$ cat src/logic/lcdMenuPkg.sv
`default_nettype none

package lcdMenuPkg;

	localparam int codeLength = 9;	// digits in an access code

	localparam logic [7:0] charZero = 8'h30;
	localparam logic [7:0] charBlank = 8'h20;
	localparam logic [7:0] lineOneBase = 8'h80;	// set ddram address, line one
	localparam logic [7:0] lineTwoBase = 8'hC0;	// set ddram address, line two

	typedef enum logic [3:0] {
		screenIdle,
		screenMenu,
		screenTeacher,
		screenStudent,
		screenJobPrompt,
		screenStudentPrompt,
		screenEntry,
		screenMatch,
		screenNoMatch
	} menuScreen_t;

	typedef struct packed {
		logic turn;	// one cycle per detent
		logic left;	// direction, valid with turn
		logic press;	// one cycle per push
	} knobEvent_t;

	typedef logic [3:0] digit_t;

	typedef digit_t [0:codeLength-1] codeDigits_t;	// element 0 is leftmost

	typedef struct packed {
		logic isData;	// 0 command, 1 character
		logic [7:0] value;
	} lcdByte_t;

	typedef struct packed {
		logic line;
		logic [3:0] column;
	} cursorPos_t;

endpackage

`default_nettype wire

$ cat src/logic/knobInput.sv
`timescale 1ns/1ns
`default_nettype none

module knobInput (
	input logic clk,
	input logic reset,
	input logic knobA,
	input logic knobB,
	input logic knobPush,
	output lcdMenuPkg::knobEvent_t knobEvent
);

	logic latchA;
	logic latchB;
	logic latchADly;
	logic pushSync;
	logic pushDly;
	logic aRise;

	assign aRise = latchA & ~latchADly;

	////////////////////
	// quadrature latches
	always_ff @(posedge clk) begin
		if (reset) begin
			latchA <= 1'b0;
			latchB <= 1'b0;
		end else begin
			case ({knobA, knobB})
				2'b00: latchA <= 1'b0;
				2'b11: latchA <= 1'b1;
				2'b01: latchB <= 1'b1;
				default: latchB <= 1'b0;	// 2'b10
			endcase
		end
	end

	////////////////////
	// event strobes
	always_ff @(posedge clk) begin
		if (reset) begin
			latchADly <= 1'b0;
			pushSync <= 1'b0;
			pushDly <= 1'b0;
			knobEvent <= '0;
		end else begin
			latchADly <= latchA;
			pushSync <= knobPush;
			pushDly <= pushSync;
			knobEvent.turn <= aRise;
			knobEvent.press <= pushSync & ~pushDly;	// rising edge of push
			if (aRise)
				knobEvent.left <= latchB;	// B already high means turning left
		end
	end

endmodule

`default_nettype wire

$ cat src/logic/menuControl.sv
`timescale 1ns/1ns
`default_nettype none

module menuControl #(
	parameter lcdMenuPkg::codeDigits_t accessCode = 36'h2_0148_4006
) (
	input logic clk,
	input logic reset,
	input lcdMenuPkg::knobEvent_t knobEvent,
	input logic codeCheck,
	output lcdMenuPkg::menuScreen_t screen,
	output lcdMenuPkg::codeDigits_t digits
);

	logic [3:0] cursor;	// index of the digit being edited

	// left turn counts up, right turn counts down, both wrap
	function automatic lcdMenuPkg::digit_t stepDigit(input lcdMenuPkg::digit_t d,
		input logic up);
		if (up)
			return (d == 4'd9) ? 4'd0 : d + 4'd1;
		return (d == 4'd0) ? 4'd9 : d - 4'd1;
	endfunction

	always_ff @(posedge clk) begin
		if (reset) begin
			screen <= lcdMenuPkg::screenIdle;
			digits <= '0;
			cursor <= '0;
		end else begin
			case (screen)
				lcdMenuPkg::screenIdle: begin
					if (knobEvent.turn)
						screen <= lcdMenuPkg::screenMenu;
				end
				lcdMenuPkg::screenMenu: begin
					if (knobEvent.turn)
						screen <= knobEvent.left ? lcdMenuPkg::screenTeacher
							: lcdMenuPkg::screenStudent;
					else if (knobEvent.press)
						screen <= lcdMenuPkg::screenIdle;
				end
				lcdMenuPkg::screenTeacher: begin
					if (knobEvent.turn) begin
						if (knobEvent.left)
							screen <= lcdMenuPkg::screenJobPrompt;
					end else if (knobEvent.press)
						screen <= lcdMenuPkg::screenMenu;
				end
				lcdMenuPkg::screenStudent: begin
					if (knobEvent.turn) begin
						if (!knobEvent.left)
							screen <= lcdMenuPkg::screenStudentPrompt;
					end else if (knobEvent.press)
						screen <= lcdMenuPkg::screenMenu;
				end
				lcdMenuPkg::screenJobPrompt: begin
					if (knobEvent.press)
						screen <= lcdMenuPkg::screenTeacher;
				end
				lcdMenuPkg::screenStudentPrompt: begin
					if (knobEvent.press)
						screen <= lcdMenuPkg::screenEntry;
				end
				lcdMenuPkg::screenEntry: begin
					if (knobEvent.turn)
						digits[cursor] <= stepDigit(digits[cursor], knobEvent.left);
					if (knobEvent.press)
						cursor <= (cursor == 4'(lcdMenuPkg::codeLength - 1)) ? 4'd0
							: cursor + 4'd1;
					if (codeCheck)	// compare uses the digits before this cycle's edit
						screen <= (digits == accessCode) ? lcdMenuPkg::screenMatch
							: lcdMenuPkg::screenNoMatch;
				end
				lcdMenuPkg::screenMatch, lcdMenuPkg::screenNoMatch: begin
					if (knobEvent.press)
						screen <= lcdMenuPkg::screenStudentPrompt;
				end
				default: screen <= lcdMenuPkg::screenIdle;
			endcase
		end
	end

endmodule

`default_nettype wire

$ cat src/logic/screenText.sv
`timescale 1ns/1ns
`default_nettype none

module screenText (
	input lcdMenuPkg::menuScreen_t screen,
	input lcdMenuPkg::codeDigits_t digits,
	input lcdMenuPkg::cursorPos_t position,
	output logic [7:0] character
);

	typedef logic [0:15][7:0] lineText_t;	// column 0 first

	localparam lineText_t blankLine = {16{lcdMenuPkg::charBlank}};

	////////////////////
	// fixed texts, padded to 16 columns
	localparam lineText_t idleTop = "welcome to the  ";
	localparam lineText_t idleBottom = "     system     ";
	localparam lineText_t menuTop = "1.entering      ";
	localparam lineText_t menuBottom = "2.inquire       ";
	localparam lineText_t roleTop = "1.teacher       ";
	localparam lineText_t roleBottom = "2.student       ";
	localparam lineText_t jobTop = "please input job";
	localparam lineText_t jobBottom = " number and name";
	localparam lineText_t studentTop = "please input    ";
	localparam lineText_t studentBottom = " student number ";
	localparam lineText_t matchTop = "code accepted   ";
	localparam lineText_t noMatchTop = "found no one    ";

	lineText_t topText;
	lineText_t bottomText;
	lineText_t lineText;
	logic digitsTop;
	logic digitsBottom;
	logic showDigits;
	logic [7:0] digitChar;

	always_comb begin
		topText = blankLine;
		bottomText = blankLine;
		digitsTop = 1'b0;
		digitsBottom = 1'b0;
		case (screen)
			lcdMenuPkg::screenIdle: begin
				topText = idleTop;
				bottomText = idleBottom;
			end
			lcdMenuPkg::screenMenu: begin
				topText = menuTop;
				bottomText = menuBottom;
			end
			lcdMenuPkg::screenTeacher, lcdMenuPkg::screenStudent: begin
				topText = roleTop;
				bottomText = roleBottom;
			end
			lcdMenuPkg::screenJobPrompt: begin
				topText = jobTop;
				bottomText = jobBottom;
			end
			lcdMenuPkg::screenStudentPrompt: begin
				topText = studentTop;
				bottomText = studentBottom;
			end
			lcdMenuPkg::screenEntry: digitsTop = 1'b1;
			lcdMenuPkg::screenMatch: begin
				topText = matchTop;
				digitsBottom = 1'b1;	// echo the accepted code
			end
			lcdMenuPkg::screenNoMatch: topText = noMatchTop;
			default: topText = blankLine;
		endcase
	end

	// digits sit in columns 0 to 8, the rest of the line is blank
	always_comb begin
		digitChar = lcdMenuPkg::charBlank;
		if (position.column < 4'(lcdMenuPkg::codeLength))
			digitChar = lcdMenuPkg::charZero + {4'h0, digits[position.column]};
	end

	assign lineText = position.line ? bottomText : topText;
	assign showDigits = position.line ? digitsBottom : digitsTop;
	assign character = showDigits ? digitChar : lineText[position.column];

endmodule

`default_nettype wire

$ cat src/logic/screenRefresh.sv
`timescale 1ns/1ns
`default_nettype none

module screenRefresh #(
	parameter int clearCycles = 82000
) (
	input logic clk,
	input logic reset,
	input logic busReady,
	input logic busy,
	output lcdMenuPkg::cursorPos_t position,
	input logic [7:0] character,
	output lcdMenuPkg::lcdByte_t lcdByte,
	output logic byteSend
);

	localparam int waitWidth = $clog2(clearCycles + 1);
	localparam logic [0:3][7:0] setupCmds = {8'h28, 8'h06, 8'h0C, 8'h01};

	typedef enum logic [1:0] {stSetup, stClearWait, stAddress, stChar} refreshState_t;

	refreshState_t state;
	logic [1:0] setupIndex;
	logic [waitWidth-1:0] waitCount;
	logic [7:0] lineBase;

	assign lineBase = position.line ? lcdMenuPkg::lineTwoBase : lcdMenuPkg::lineOneBase;
	assign byteSend = busReady && !busy && (state != stClearWait);	// bus takes it this edge

	always_comb begin
		case (state)
			stSetup: lcdByte = '{isData: 1'b0, value: setupCmds[setupIndex]};
			stAddress: lcdByte = '{isData: 1'b0, value: lineBase + {4'h0, position.column}};
			stChar: lcdByte = '{isData: 1'b1, value: character};
			default: lcdByte = '{isData: 1'b0, value: 8'h00};
		endcase
	end

	always_ff @(posedge clk) begin
		if (reset) begin
			state <= stSetup;
			setupIndex <= 2'd0;
			waitCount <= '0;
			position <= '0;
		end else begin
			case (state)
				stSetup: begin
					if (byteSend) begin
						if (setupIndex == 2'd3) begin	// clear just went out
							state <= stClearWait;
							waitCount <= waitWidth'(clearCycles - 1);
						end else
							setupIndex <= setupIndex + 2'd1;
					end
				end
				stClearWait: begin
					if (!busy) begin	// count once the clear byte is finished
						if (waitCount == '0)
							state <= stAddress;
						else
							waitCount <= waitCount - 1'b1;
					end
				end
				stAddress: begin
					if (byteSend)
						state <= stChar;
				end
				default: begin
					if (byteSend) begin
						state <= stAddress;
						position <= lcdMenuPkg::cursorPos_t'(position + 5'd1);	// wraps at 32
					end
				end
			endcase
		end
	end

endmodule

`default_nettype wire

$ cat src/logic/lcdNibbleBus.sv
`timescale 1ns/1ns
`default_nettype none

module lcdNibbleBus #(
	parameter int powerUpCycles = 750000,
	parameter int longWaitCycles = 205000,
	parameter int shortWaitCycles = 5000,
	parameter int gapCycles = 2000,
	parameter int enableCycles = 12
) (
	input logic clk,
	input logic reset,
	input lcdMenuPkg::lcdByte_t lcdByte,
	input logic byteSend,
	output logic busReady,
	output logic busy,
	output logic lcdE,
	output logic lcdRs,
	output logic lcdRw,
	output logic [3:0] lcdData
);

	// sum is always wide enough for the longest wait
	localparam int countWidth = $clog2(powerUpCycles + longWaitCycles + shortWaitCycles
		+ gapCycles + enableCycles + 1);

	typedef enum logic [3:0] {
		stPowerUp, stInitLoad, stInitSet, stInitHold, stInitWait,
		stIdle, stHiSet, stHiHold, stLoLoad, stLoSet, stLoHold, stGap
	} busState_t;

	busState_t state;
	logic [countWidth-1:0] count;
	logic [1:0] initStep;	// which of the four power-up nibbles
	logic [countWidth-1:0] initWait;
	logic [3:0] lowNibble;

	assign lcdRw = 1'b0;	// write only

	always_comb begin
		case (initStep)
			2'd0: initWait = countWidth'(longWaitCycles - 1);
			2'd1: initWait = countWidth'(shortWaitCycles - 1);
			default: initWait = countWidth'(gapCycles - 1);
		endcase
	end

	always_ff @(posedge clk) begin
		if (reset) begin
			state <= stPowerUp;
			count <= countWidth'(powerUpCycles - 1);
			initStep <= 2'd0;
			busReady <= 1'b0;
			busy <= 1'b0;
			lcdE <= 1'b0;
			lcdRs <= 1'b0;
			lcdData <= 4'h0;
			lowNibble <= 4'h0;
		end else begin
			case (state)
				////////////////////
				// power-up nibbles 3, 3, 3, 2
				stPowerUp: begin
					if (count == '0)
						state <= stInitLoad;
					else
						count <= count - 1'b1;
				end
				stInitLoad: begin
					lcdData <= (initStep == 2'd3) ? 4'h2 : 4'h3;
					state <= stInitSet;
				end
				stInitSet: begin
					lcdE <= 1'b1;
					count <= countWidth'(enableCycles - 1);
					state <= stInitHold;
				end
				stInitHold: begin
					if (count == '0) begin
						lcdE <= 1'b0;
						count <= initWait;
						state <= stInitWait;
					end else
						count <= count - 1'b1;
				end
				stInitWait: begin
					if (count != '0)
						count <= count - 1'b1;
					else if (initStep == 2'd3) begin
						busReady <= 1'b1;
						state <= stIdle;
					end else begin
						initStep <= initStep + 2'd1;
						state <= stInitLoad;
					end
				end
				////////////////////
				// byte as two nibbles
				stIdle: begin
					if (byteSend) begin
						lcdData <= lcdByte.value[7:4];	// high nibble first
						lowNibble <= lcdByte.value[3:0];
						lcdRs <= lcdByte.isData;
						busy <= 1'b1;
						state <= stHiSet;
					end
				end
				stHiSet, stLoSet: begin
					lcdE <= 1'b1;
					count <= countWidth'(enableCycles - 1);
					state <= (state == stHiSet) ? stHiHold : stLoHold;
				end
				stHiHold: begin
					if (count == '0) begin
						lcdE <= 1'b0;
						state <= stLoLoad;
					end else
						count <= count - 1'b1;
				end
				stLoLoad: begin
					lcdData <= lowNibble;	// e has been low a full cycle
					state <= stLoSet;
				end
				stLoHold: begin
					if (count == '0) begin
						lcdE <= 1'b0;
						count <= countWidth'(gapCycles - 1);
						state <= stGap;
					end else
						count <= count - 1'b1;
				end
				stGap: begin
					if (count == '0) begin
						busy <= 1'b0;
						state <= stIdle;
					end else
						count <= count - 1'b1;
				end
				default: state <= stIdle;
			endcase
		end
	end

endmodule

`default_nettype wire

$ cat src/logic/lcdMenuTop.sv
`timescale 1ns/1ns
`default_nettype none

module lcdMenuTop #(
	parameter int powerUpCycles = 750000,	// 15 ms at 50 MHz
	parameter int longWaitCycles = 205000,
	parameter int shortWaitCycles = 5000,
	parameter int gapCycles = 2000,
	parameter int enableCycles = 12,
	parameter int clearCycles = 82000,
	parameter lcdMenuPkg::codeDigits_t accessCode = 36'h2_0148_4006
) (
	input logic clk,
	input logic reset,
	input logic knobA,
	input logic knobB,
	input logic knobPush,
	input logic codeCheck,
	output logic lcdE,
	output logic lcdRs,
	output logic lcdRw,
	output logic [3:0] lcdData
);

	lcdMenuPkg::knobEvent_t knobEvent;
	lcdMenuPkg::menuScreen_t screen;
	lcdMenuPkg::codeDigits_t digits;
	lcdMenuPkg::cursorPos_t position;
	lcdMenuPkg::lcdByte_t lcdByte;
	logic [7:0] character;
	logic byteSend;
	logic busReady;
	logic busy;

	knobInput knobInputInst (
		.clk(clk),
		.reset(reset),
		.knobA(knobA),
		.knobB(knobB),
		.knobPush(knobPush),
		.knobEvent(knobEvent)
	);

	menuControl #(
		.accessCode(accessCode)
	) menuControlInst (
		.clk(clk),
		.reset(reset),
		.knobEvent(knobEvent),
		.codeCheck(codeCheck),
		.screen(screen),
		.digits(digits)
	);

	screenText screenTextInst (
		.screen(screen),
		.digits(digits),
		.position(position),
		.character(character)
	);

	screenRefresh #(
		.clearCycles(clearCycles)
	) screenRefreshInst (
		.clk(clk),
		.reset(reset),
		.busReady(busReady),
		.busy(busy),
		.position(position),
		.character(character),
		.lcdByte(lcdByte),
		.byteSend(byteSend)
	);

	lcdNibbleBus #(
		.powerUpCycles(powerUpCycles),
		.longWaitCycles(longWaitCycles),
		.shortWaitCycles(shortWaitCycles),
		.gapCycles(gapCycles),
		.enableCycles(enableCycles)
	) lcdNibbleBusInst (
		.clk(clk),
		.reset(reset),
		.lcdByte(lcdByte),
		.byteSend(byteSend),
		.busReady(busReady),
		.busy(busy),
		.lcdE(lcdE),
		.lcdRs(lcdRs),
		.lcdRw(lcdRw),
		.lcdData(lcdData)
	);

endmodule

`default_nettype wire

$ cat config.mk
export PLATFORM = sky130hd
export DESIGN_NAME = lcdMenuTop
export DESIGN_NICKNAME = d
export VERILOG_FILES = /design/src/logic/lcdMenuPkg.sv /design/src/logic/knobInput.sv /design/src/logic/menuControl.sv /design/src/logic/screenText.sv /design/src/logic/screenRefresh.sv /design/src/logic/lcdNibbleBus.sv /design/src/logic/lcdMenuTop.sv
export SDC_FILE = /design/constraint.sdc
export NUM_CORES = 1
export LEC_CHECK = 0
export BUFFER_PORTS_ARGS = -buffer_cell sky130_fd_sc_hd__buf_2
export CAP_MARGIN = 20
export CORE_UTILIZATION = 45
export DETAILED_ROUTE_END_ITERATION = 7
export GPL_TIMING_DRIVEN = 0
export PLACE_DENSITY_LB_ADDON = 0.05
export SLEW_MARGIN = 20
export SYNTH_ARGS = -nofsm -noshare
export SYNTH_HDL_FRONTEND = slang
export SYNTH_SLANG_ARGS = --single-unit
$ cat constraint.sdc
create_clock -name clk -period 7.45 [get_ports clk]
set_input_delay 1.49 -clock clk [delete_from_list [all_inputs] [get_ports clk]]
set_output_delay 1.49 -clock clk [all_outputs]
set_load 0.05 [all_outputs]
Yosys cells after proc, flatten, opt, wreduce, memory -nomap -nowiden
Index checks and enable logic that the tools add are counted.
{"block": "op_classes", "add_sub_neg": 10, "n_mul": 0, "n_div": 0, "order_cmp": 5, "n_eq_ne": 55, "shifts": 0, "muxes": 89, "n_bitwise": 11, "reduce_logical": 43}
{"cell": "$pmux W127 S7", "n": 1}
{"cell": "$pmux W125 S5", "n": 1}
{"cell": "$mux W4", "n": 35}
{"cell": "$mux W127", "n": 1}
{"cell": "$pmux W20 S5", "n": 1}
{"cell": "$mux W20", "n": 4}
{"cell": "$mux W17", "n": 4}
{"cell": "$mux W8", "n": 6}
{"cell": "$pmux W4 S11", "n": 1}
{"cell": "$bwmux W36", "n": 1}
{"cell": "$eq A36 B34 Y1 const B", "n": 1}
{"cell": "$pmux W18 S2", "n": 1}
{"cell": "$pmux W17 S2", "n": 1}
{"cell": "$bmux W4 S4", "n": 2}
{"cell": "$bmux W8 S4", "n": 1}
{"cell": "$eq A4 B3 Y1 const B", "n": 8}
{"cell": "$pmux W4 S8", "n": 1}
{"cell": "$eq A4 B4 Y1 const B", "n": 7}
{"cell": "$pmux W9 S3", "n": 1}
{"cell": "$ne A2 B2 Y1 const B", "n": 12}
{"cell": "$logic_not A20 Y1", "n": 1}
{"cell": "$ne A2 B1 Y1 const B", "n": 10}
{"cell": "$reduce_bool A20 Y1", "n": 1}
{"cell": "$sub A20 B1 Y20 const B", "n": 1}
{"cell": "other kinds (45)", "n": 110}
{"block": "word_totals", "reg_bits": 116, "latchBits": 0, "ramBits": 0, "rom_bits": 0, "out_inout_bits": 7, "word_cells": 246, "mem_count": 0}

Logic depth before layout (Yosys ltp)
Gate-level depths: netlist of the first run.
{"block": "logic_depth", "word_depth": 12, "depth_mapped": 11, "ltp_nobuf": 9}

Cells and area by module
From an unflattened synthesis of the first run, not the netlist that was laid out.
{"block": "hier_totals", "cells_unflattened": 1182, "area_unflattened_um2": 9298.9}
{"mod": "menuControl", "instances": 1, "cells_each": 323, "area_each_um2": 2793.9, "seq_area_each_um2": 880.8}
{"mod": "lcdNibbleBus", "instances": 1, "cells_each": 314, "area_each_um2": 2413.6, "seq_area_each_um2": 760.7}
{"mod": "screenText", "instances": 1, "cells_each": 336, "area_each_um2": 2228.4, "seq_area_each_um2": 0.0}
{"mod": "screenRefresh", "instances": 1, "cells_each": 185, "area_each_um2": 1582.8, "seq_area_each_um2": 520.5}
{"mod": "knobInput", "instances": 1, "cells_each": 24, "area_each_um2": 280.3, "seq_area_each_um2": 160.2}

Least setup slack after synthesis of the first run
OpenSTA, ideal clock, no wires.
{"block": "synth_path", "kind": "input-to-reg", "start": "input codeCheck", "end": "register menuControlInst.screen[3]", "setup_time_ns": 0.070, "arrival_ns": 2.573, "required_time_ns": 7.380, "setup_slack_ns": 4.806, "path_stages": 6, "n_path_buf": 0, "path_cell_list": "nor4bb_1 > a31oi_1 > o32a_1 > a21bo_2 > or4_1 > a21oi_1"}
{"block": "synth_between", "elab_chain_len": 2}
{"item": "from (decl)", "line_no": "lcdMenuTop.sv:18", "text": "input logic codeCheck,"}
{"item": "$ne A2 B2 Y1 (no line)"}
{"item": "$reduce_and A8 Y1 (no line)"}
{"item": "to (signal assigned)", "line_no": "menuControl.sv:27", "text": "screen <= lcdMenuPkg::screenIdle;"}
{"item": "to (signal assigned)", "line_no": "menuControl.sv:34", "text": "screen <= lcdMenuPkg::screenMenu;"}
{"item": "to (signal assigned)", "line_no": "menuControl.sv:38", "text": "screen <= knobEvent.left ? lcdMenuPkg::screenTeacher"}
{"item": "to (decl)", "line_no": "menuControl.sv:11", "text": "output lcdMenuPkg::menuScreen_t screen,"}
No other way between the ends.
A chain may end at the register's enable or synchronous reset.

Worst setup path after layout of the first run
{"block": "layout_path", "start": "register menuControlInst.screen[3]", "end": "register lcdNibbleBusInst.lowNibble[0]"}
{"block": "layout_between", "elab_chain_len": 9, "word_cells_on_any_way": 21, "cone_classes": "8 x eq/ne; 11 x mux; 2 x reduce/logical"}
{"item": "$eq A4 B2 Y1", "line_no": "screenText.sv:43", "text": "case (screen)"}
{"item": "$reduce_or A2 Y1", "line_no": "screenText.sv:43"}
{"item": "$pmux W127 S7 or $pmux W125 S5 (tied branches)", "line_no": "screenText.sv:43"}
{"item": "$mux W127", "line_no": "screenText.sv:81", "text": "assign lineText = position.line ? bottomText : topText;"}
{"item": "$bmux W8 S4", "line_no": "screenText.sv:83", "text": "assign character = showDigits ? digitChar : lineText[position.column];"}
{"item": "$mux W8 (not written as such) (2 in a row)", "line_no": "screenText.sv:83"}
{"item": "$mux W8 *", "line_no": "screenText.sv:83"}
{"item": "$pmux W9 S3 *", "line_no": "screenRefresh.sv:31", "text": "case (state)"}
{"item": "to (signal assigned)", "line_no": "lcdNibbleBus.sv:102", "text": "lowNibble <= lcdByte.value[3:0];"}
{"item": "to (decl)", "line_no": "lcdNibbleBus.sv:36", "text": "logic [3:0] lowNibble;"}
Mark *: on every way between the ends. The rest lies on a longest branch, timed or not. The select of a mux whose other input is x is not followed.

==> flow_summary.toml, run 1 <==
[sta]
worst_pin_slew_ns = 1.176
finalHoldViolations = 0
period_share_pct = 47.36
slew-limit-headroom_pct = 21.22
rsz0062_at_grt = "no"
slew_viol_final = 0
fmax_mhz = 283.4
setup_violations = 0
setup_tns_ns = 0
fin_skew_ns = 0.01610
layout_min_cycle_time_ns = 3.528

[setup_path]
crit_buf_inv = 3
required_ns = 7.74
cp_common_cell = "clkbuf_1"
arrival_ns = 3.82
r2r_start = "menuControlInst.screen[3]$_SDFFE_PP0P_"
end_kind = "register"
path_depth = 10
rrSetupSlack_ns = 3.92
slowest_stage = "clkbuf_1"
path_cells = "clkbuf_1 -> clkbuf_1 -> clkbuf_1 -> nor2_1 -> nand2_1 -> o21ai_0 -> nor3_1 -> o31ai_1 -> a31oi_1 -> o31ai_1"
rr_endpoint = "lcdNibbleBusInst.lowNibble[0]$_SDFFE_PP0P_"
critPathTopFamily = "buffers and inverters"
reg2regPathDepth = 10
worstSetupPathType = "register to register"
crit_fanout = 10
start_kind = "register"
slowest_delay_ns = 0.55

[worst_hold_path]
min_path_cells = 1
holdPathEnd = "knobInputInst.knobEvent[0]$_SDFF_PP0_"
worstHoldStart = "knobInputInst.pushDly$_SDFF_PP0_"
min_path_type = "register to register"

[global_route]
grt_pass1_wl_um = 54080
grt_start_max_net_pins = 17
antenna_found_initial = 0
first_global_vias = 9253
grt_overflow = 0
grt_usage_pct = 35.36

[clock_network]
tritoncts = "done"
postCtsSetupBuffers = 0
clkSinkCount = 116
hold_buffers = 0
cts-root-buf = "clkbuf_16"
clock_latency_ns = 0.42
clk_pin_slew_worst_paths_ns = 0.07
cts-htree-levels = 4
max-clock-path-buffers = 2
cts_buffers = 17
post_cts_resized = 0

[floorplan]
dieArea_um2 = 19820
fp-row-count = 50
die_h_um = 140.8
io_pins = 13
core_area_um2 = 18770
initial_core_util_pct = 46.19
die_x_um = 140.8

[final_layout]
final_cell_area_um2 = 9597
num_antenna_cells = 0
nets = 1233
regArea_um2 = 2322
multi_input_area_um2 = 5847
final_cell_mix = "148 x nor2_1, 116 x dfxtp_1, 90 x a21oi_1"
drive_gt1_share_pct = 6.547
fill_cells = 1865
final_common_cell = "nor2_1"
final_core_util_pct = 51.13
area_growth_syn_to_layout_pct = 10.71

[job]
maxCapViolations = 0

[yosys]
synthCells = 1179
yosys_warnings = 0
ys_types = 85
synth_ff_type = "dfxtp_1"
synth_seq_cells = 116
ys_async_sr_fraction_pct = 0
yosysSeqAreaShare_pct = 26.79
post_synth.cell_area_avg_um2 = 7.352
synthesis.nets = 1203
netlist_area_um2 = 8668
synth_edf_count = 0

[power]
power_leakage_uw = 0.003227
p_per_area_nw_per_um2 = 224.6
irDropWorstVdd_mv = 0.1524

[route]
drt-pass1-iter-count = 6
wl_per_cell_um = 23.69
drt_wl_total_um = 34490
drt_iter0_markers = 1457
vias = 9781
avgViaCountPerCell = 6.718
ant_nets = 0
drc = 0

[placement]
io_buffers = 11
hpwl_um = 24850
place_area_um2 = 9016
routabilityCongestion = 1.017

[status]
outcome = "complete, no violations"
-- flip-flops by register name, summed over array words and instances (netlist names), 2 cells and up --
register and flops:
knobInputInst.knobEvent 3, lcdNibbleBusInst.count 20, lcdNibbleBusInst.initStep 2, lcdNibbleBusInst.lcdData 4, lcdNibbleBusInst.lowNibble 4, lcdNibbleBusInst.state 4
menuControlInst.cursor 4, menuControlInst.digits 36, menuControlInst.screen 4, screenRefreshInst.position 5, screenRefreshInst.setupIndex 2, screenRefreshInst.state 2
screenRefreshInst.waitCount 17
-- worst max-delay path by stage --
| stage | start | endpoint | slack, ns |
|---|---|---|---|
| final | menuControlInst.screen[3]$_SDFFE_PP0P_ | lcdNibbleBusInst.lowNibble[0]$_SDFFE_PP0P_ | 3.92 |
| after global routing | menuControlInst.screen[3]$_SDFFE_PP0P_ | lcdNibbleBusInst.lowNibble[1]$_SDFFE_PP0P_ | 3.83 |
| after CTS | screenRefreshInst.position[1]$_SDFFE_PP0P_ | lcdNibbleBusInst.lowNibble[0]$_SDFFE_PP0P_ | 4.18 |
| after detailed placement | screenRefreshInst.position[1]$_SDFFE_PP0P_ | lcdNibbleBusInst.lowNibble[0]$_SDFFE_PP0P_ | 4.18 |
| after global placement | menuControlInst.screen[3]$_SDFFE_PP0P_ | lcdNibbleBusInst.lowNibble[1]$_SDFFE_PP0P_ | 4.05 |
| after floorplan | codeCheck | menuControlInst.screen[3]$_SDFFE_PP0P_ | 4.81 |
-- through the flow --
step / hold WS (ns) / cells / total power [uW] / setup WS [ns]
floorplan: 0.3674 / 1179 / 1109 / 4.806
global placement: 0.3718 / 1424 / 1325 / 4.051
detailed placement: 0.3711 / 1424 / 1308 / 4.180
CTS: 0.3789 / 1456 / 2127 / 4.177
global route: 0.4185 / 1456 / 2223 / 3.832
finish: 0.3806 / 1456 / 2156 / 3.922
-- cell usage after synthesis, types with 10 or more instances --
master    number  area, um2
nand4_1       10      62.56
and2_1        11      68.82
a31oi_1       30      187.7
a221oi_1      11      96.34
nor2_1       148      555.5
inv_1         35      131.4
o31ai_1       20      150.1
mux2i_1       31      310.3
nand2_1       82      307.8
buf_1         16      60.06
ha_1          18      225.2
a211oi_1      20      150.1
nand2b_1      18      112.6
dfxtp_1      116       2322
nor4_1        26      162.7
nand3_1       32      160.2
nor2b_1       28      175.2
o22ai_1       15      93.84
clkbuf_1      67      251.5
nor3_1        51      255.2
o32ai_1       15      131.4
o21ai_0       76      380.4
a21oi_1       90      450.4
xnor2_1       21      183.9
-- power breakdown --
part           internal [uW]  switching, uW  total, uW
combinational            202            464        666
sequential               646           24.9        670
clock                    496            324        819
-- routing by layer --
layer / wire (um) / part of all wire, % / up-vias / track usage (%)
met5: 0 / 0 / - / 0
met4: 1577 / 4.6 / 0 / 17.56
met3: 3106 / 9.0 / 127 / 6.046
met2: 14910 / 43 / 606 / 53.50
met1: 14890 / 43 / 4572 / 48.48
li1: - / - / 4476 / -
-- cell families after synthesis --
family / Yosys count / share of synthesized area [%]
xor gates and xnor gates: 30 / 3.031
adders and majority gates: 18 / 2.598
DFF: 116 / 26.79
and+or+nand+nor: 465 / 26.96
muxes: 38 / 5.268
AOI/OAI and AO/OA: 383 / 29.55
other: 1 / 0.04326
buffers and inverters: 128 / 5.759
-- final cells by class --
| class | instances | share of cell area (%) |
|---|---|---|
| clock inverters | 14 | 1.578 |
| multi-input cells | 935 | 60.93 |
| repair buffers | 11 | 0.5737 |
| clock buffers | 18 | 4.472 |
| flip-flops and latches | 116 | 24.20 |
| well taps | 234 | 3.051 |
| inverters | 37 | 1.447 |
| plain buffers | 91 | 3.755 |
(Power assumes the default switching activity.)
==> run 2, diff against run 1 <==
--- a/config.mk
+++ b/config.mk
@@ -5,6 +5,7 @@
 export SDC_FILE = /design/constraint.sdc
 export NUM_CORES = 1
 export LEC_CHECK = 0
+export ABC_AREA = 1
 export BUFFER_PORTS_ARGS = -buffer_cell sky130_fd_sc_hd__buf_2
 export CAP_MARGIN = 20
 export CORE_UTILIZATION = 45
==> constraint.sdc (replaced) <==
create_clock -name clk -period 3.3 [get_ports clk]
set_input_delay 0.66 -clock clk [delete_from_list [all_inputs] [get_ports clk]]
set_output_delay 0.66 -clock clk [all_outputs]
set_load 0.05 [all_outputs]
==> run 2 against run 1 <==
Net effect:
- register-to-register slack lost 3.2 ns
- worst setup slack worse by 3.2 ns
- cell count increased by 10%
- sequential power rose to 2.5 times the previous value
- combinational power rose to 2.6 times the previous value
- critical path type unchanged
- highest routed layer unchanged
==> flow_summary.toml, run 2 <==
[status]
outcome = "complete, no violations"

[sta]
worst_pin_slew_ns = 0.8396
layout_min_cycle_time_ns = 2.599
fin_ws_ns = 0.7009
setup_violations = 0
fin_skew_ns = 0.01246
setup_tns_ns = 0
rsz0062_at_grt = "no"
slew_viol_final = 0
period_share_pct = 78.76
fmax_mhz = 384.8
slew-limit-headroom_pct = 44.03
finalHoldViolations = 0

[yosys]
synth.most_common_cell = "nand2_1"
netlist_area_um2 = 8208
ys_types = 53
synth_seq_cells = 116
yosysTopAreaCellShare_pct = 28.29
yosys-top-cells-count = "288 x nand2_1, 176 x inv_1, 129 x a21oi_1"
synthTopCellsByArea = "dfxtp_1 28%, nand2_1 13%, inv_1 8.0%"
yosysSeqAreaShare_pct = 28.29
synth_ff_type = "dfxtp_1"
yosysTopAreaCell = "dfxtp_1"
synthesis.nets = 1354
post_synth.cell_area_avg_um2 = 6.171
yosys_warnings = 0
synth_edf_count = 0
ys_async_sr_fraction_pct = 0
synthCells = 1330

[global_route]
grt_usage_pct = 31.36
antenna_found_initial = 0
grt_start_max_net_pins = 17
first_global_vias = 8221
grt_overflow = 0
grt_pass1_wl_um = 44960

[floorplan]
core_area_um2 = 17900
die_h_um = 137.1
dieArea_um2 = 18780
fp-row-count = 49
initial_core_util_pct = 45.85
die_x_um = 137.1
io_pins = 13

[power]
p_per_area_nw_per_um2 = 570.8
finalPower_uw = 5199
power_leakage_uw = 0.004064
irDropWorstVdd_mv = 0.4258

[route]
drt-pass1-iter-count = 8
ant_nets = 0
drt_iter0_markers = 937
wl_per_cell_um = 17.62
vias = 9173
avgViaCountPerCell = 5.726
drt_wl_total_um = 28220
drc = 0

[final_layout]
largest_reg_flops = 36
num_antenna_cells = 0
final_common_cell = "nand2_1"
drive_gt1_share_pct = 8.230
top_regs = "menuControlInst.digits: 36 flops, lcdNibbleBusInst.count: 20 flops, screenRefreshInst.waitCount: 17 flops"
largest-register = "menuControlInst.digits"
area_growth_syn_to_layout_pct = 10.98
final_cell_mix = "288 x nand2_1, 176 x inv_1, 129 x a21oi_1"
nets = 1384
final_cell_area_um2 = 9109

[clock_network]
tritoncts = "done"
cts-root-buf = "clkbuf_16"
cts-htree-levels = 4
clock_latency_ns = 0.42
hold_buffers = 0
max-clock-path-buffers = 2
postCtsSetupBuffers = 0
clkSinkCount = 116
post_cts_resized = 0
cts_buffers = 17
clk_pin_slew_worst_paths_ns = 0.06

[placement]
place_area_um2 = 8549
hpwl_um = 21030
place_ws_ns = 0.8284
routabilityCongestion = 0.9917
io_buffers = 11

[worst_hold_path]
min_path_type = "register to register"

[setup_path]
worstSetupPathType = "register to register"
crit_fanout = 10
rrSetupSlack_ns = 0.70
required_ns = 3.60
end_kind = "register"
arrival_ns = 2.90
start_kind = "register"

[job]
maxCapViolations = 0
## run 2: per-layer routing
layer / vias to the layer above / global-route usage, % / wire, um
li1: 4499 / - / -
met1: 4220 / 43.87 / 12980
met2: 388 / 48.01 / 12470
met3: 66 / 4.963 / 1911
met4: 0 / 11.97 / 865
met5: - / 0 / 0
## run 2: path summary, 6_finish.rpt
| path | cells after the start | startpoint | endpoint |
|---|---|---|---|
| worst max-delay path | 11 | screenRefreshInst.position[0]$_SDFFE_PP0P_ | lcdNibbleBusInst.lowNibble[1]$_SDFFE_PP0P_ |
| worst min register to register | 1 | knobInputInst.pushDly$_SDFF_PP0_ | knobInputInst.knobEvent[0]$_SDFF_PP0_ |
| worst max register to register | 11 | screenRefreshInst.position[0]$_SDFFE_PP0P_ | lcdNibbleBusInst.lowNibble[1]$_SDFFE_PP0P_ |
| worst min-delay path | 1 | knobInputInst.pushDly$_SDFF_PP0_ | knobInputInst.knobEvent[0]$_SDFF_PP0_ |
## run 2: per-stage QoR
stage / hold slack, ns / instances / utilization (%)
final: 0.3915 / 1602 / 50.88
after global routing: 0.4172 / 1602 / 50.88
after CTS: 0.3950 / 1602 / 50.88
after detailed placement: 0.3860 / 1570 / 47.76
after global placement: 0.3847 / 1570 / 47.76
after floorplan: 0.3744 / 1330 / -
## run 2: cell type report
cell class / instances / area [um2]
inverter: 197 / 739.5
clock inverter: 14 / 130.1
timing repair buffer: 11 / 55.05
multi-input combinational: 979 / 4976
sequential: 116 / 2322
tap: 229 / 286.5
clock buffer: 18 / 429.2
buffer: 38 / 170.2
fill: 1913 / 8793
## run 2: cell families after synthesis
family          share of synthesized area, %
simple gates                           34.68
compound gates                         21.56
buf+inv                                11.08
flops                                  28.29
fa+ha+maj                              2.744
xor+xnor                               1.601
other cells                          0.04569
## run 2: worst max-delay path: stages (launching register included)
cell and delay, ns:
dfxtp_1 0.33, buf_2 0.23, clkinv_1 0.37, nand2_1 0.31, inv_1 0.17, buf_2 0.25
a21oi_1 0.28, a21oi_1 0.13, o31ai_1 0.13, a21oi_1 0.12, nand2_1 0.11, a21oi_1 0.06
## run 2: report_power, final
group	switching, uW	internal, uW
Sequential	146	1540
Combinational	1220	521
Clock	735	1040
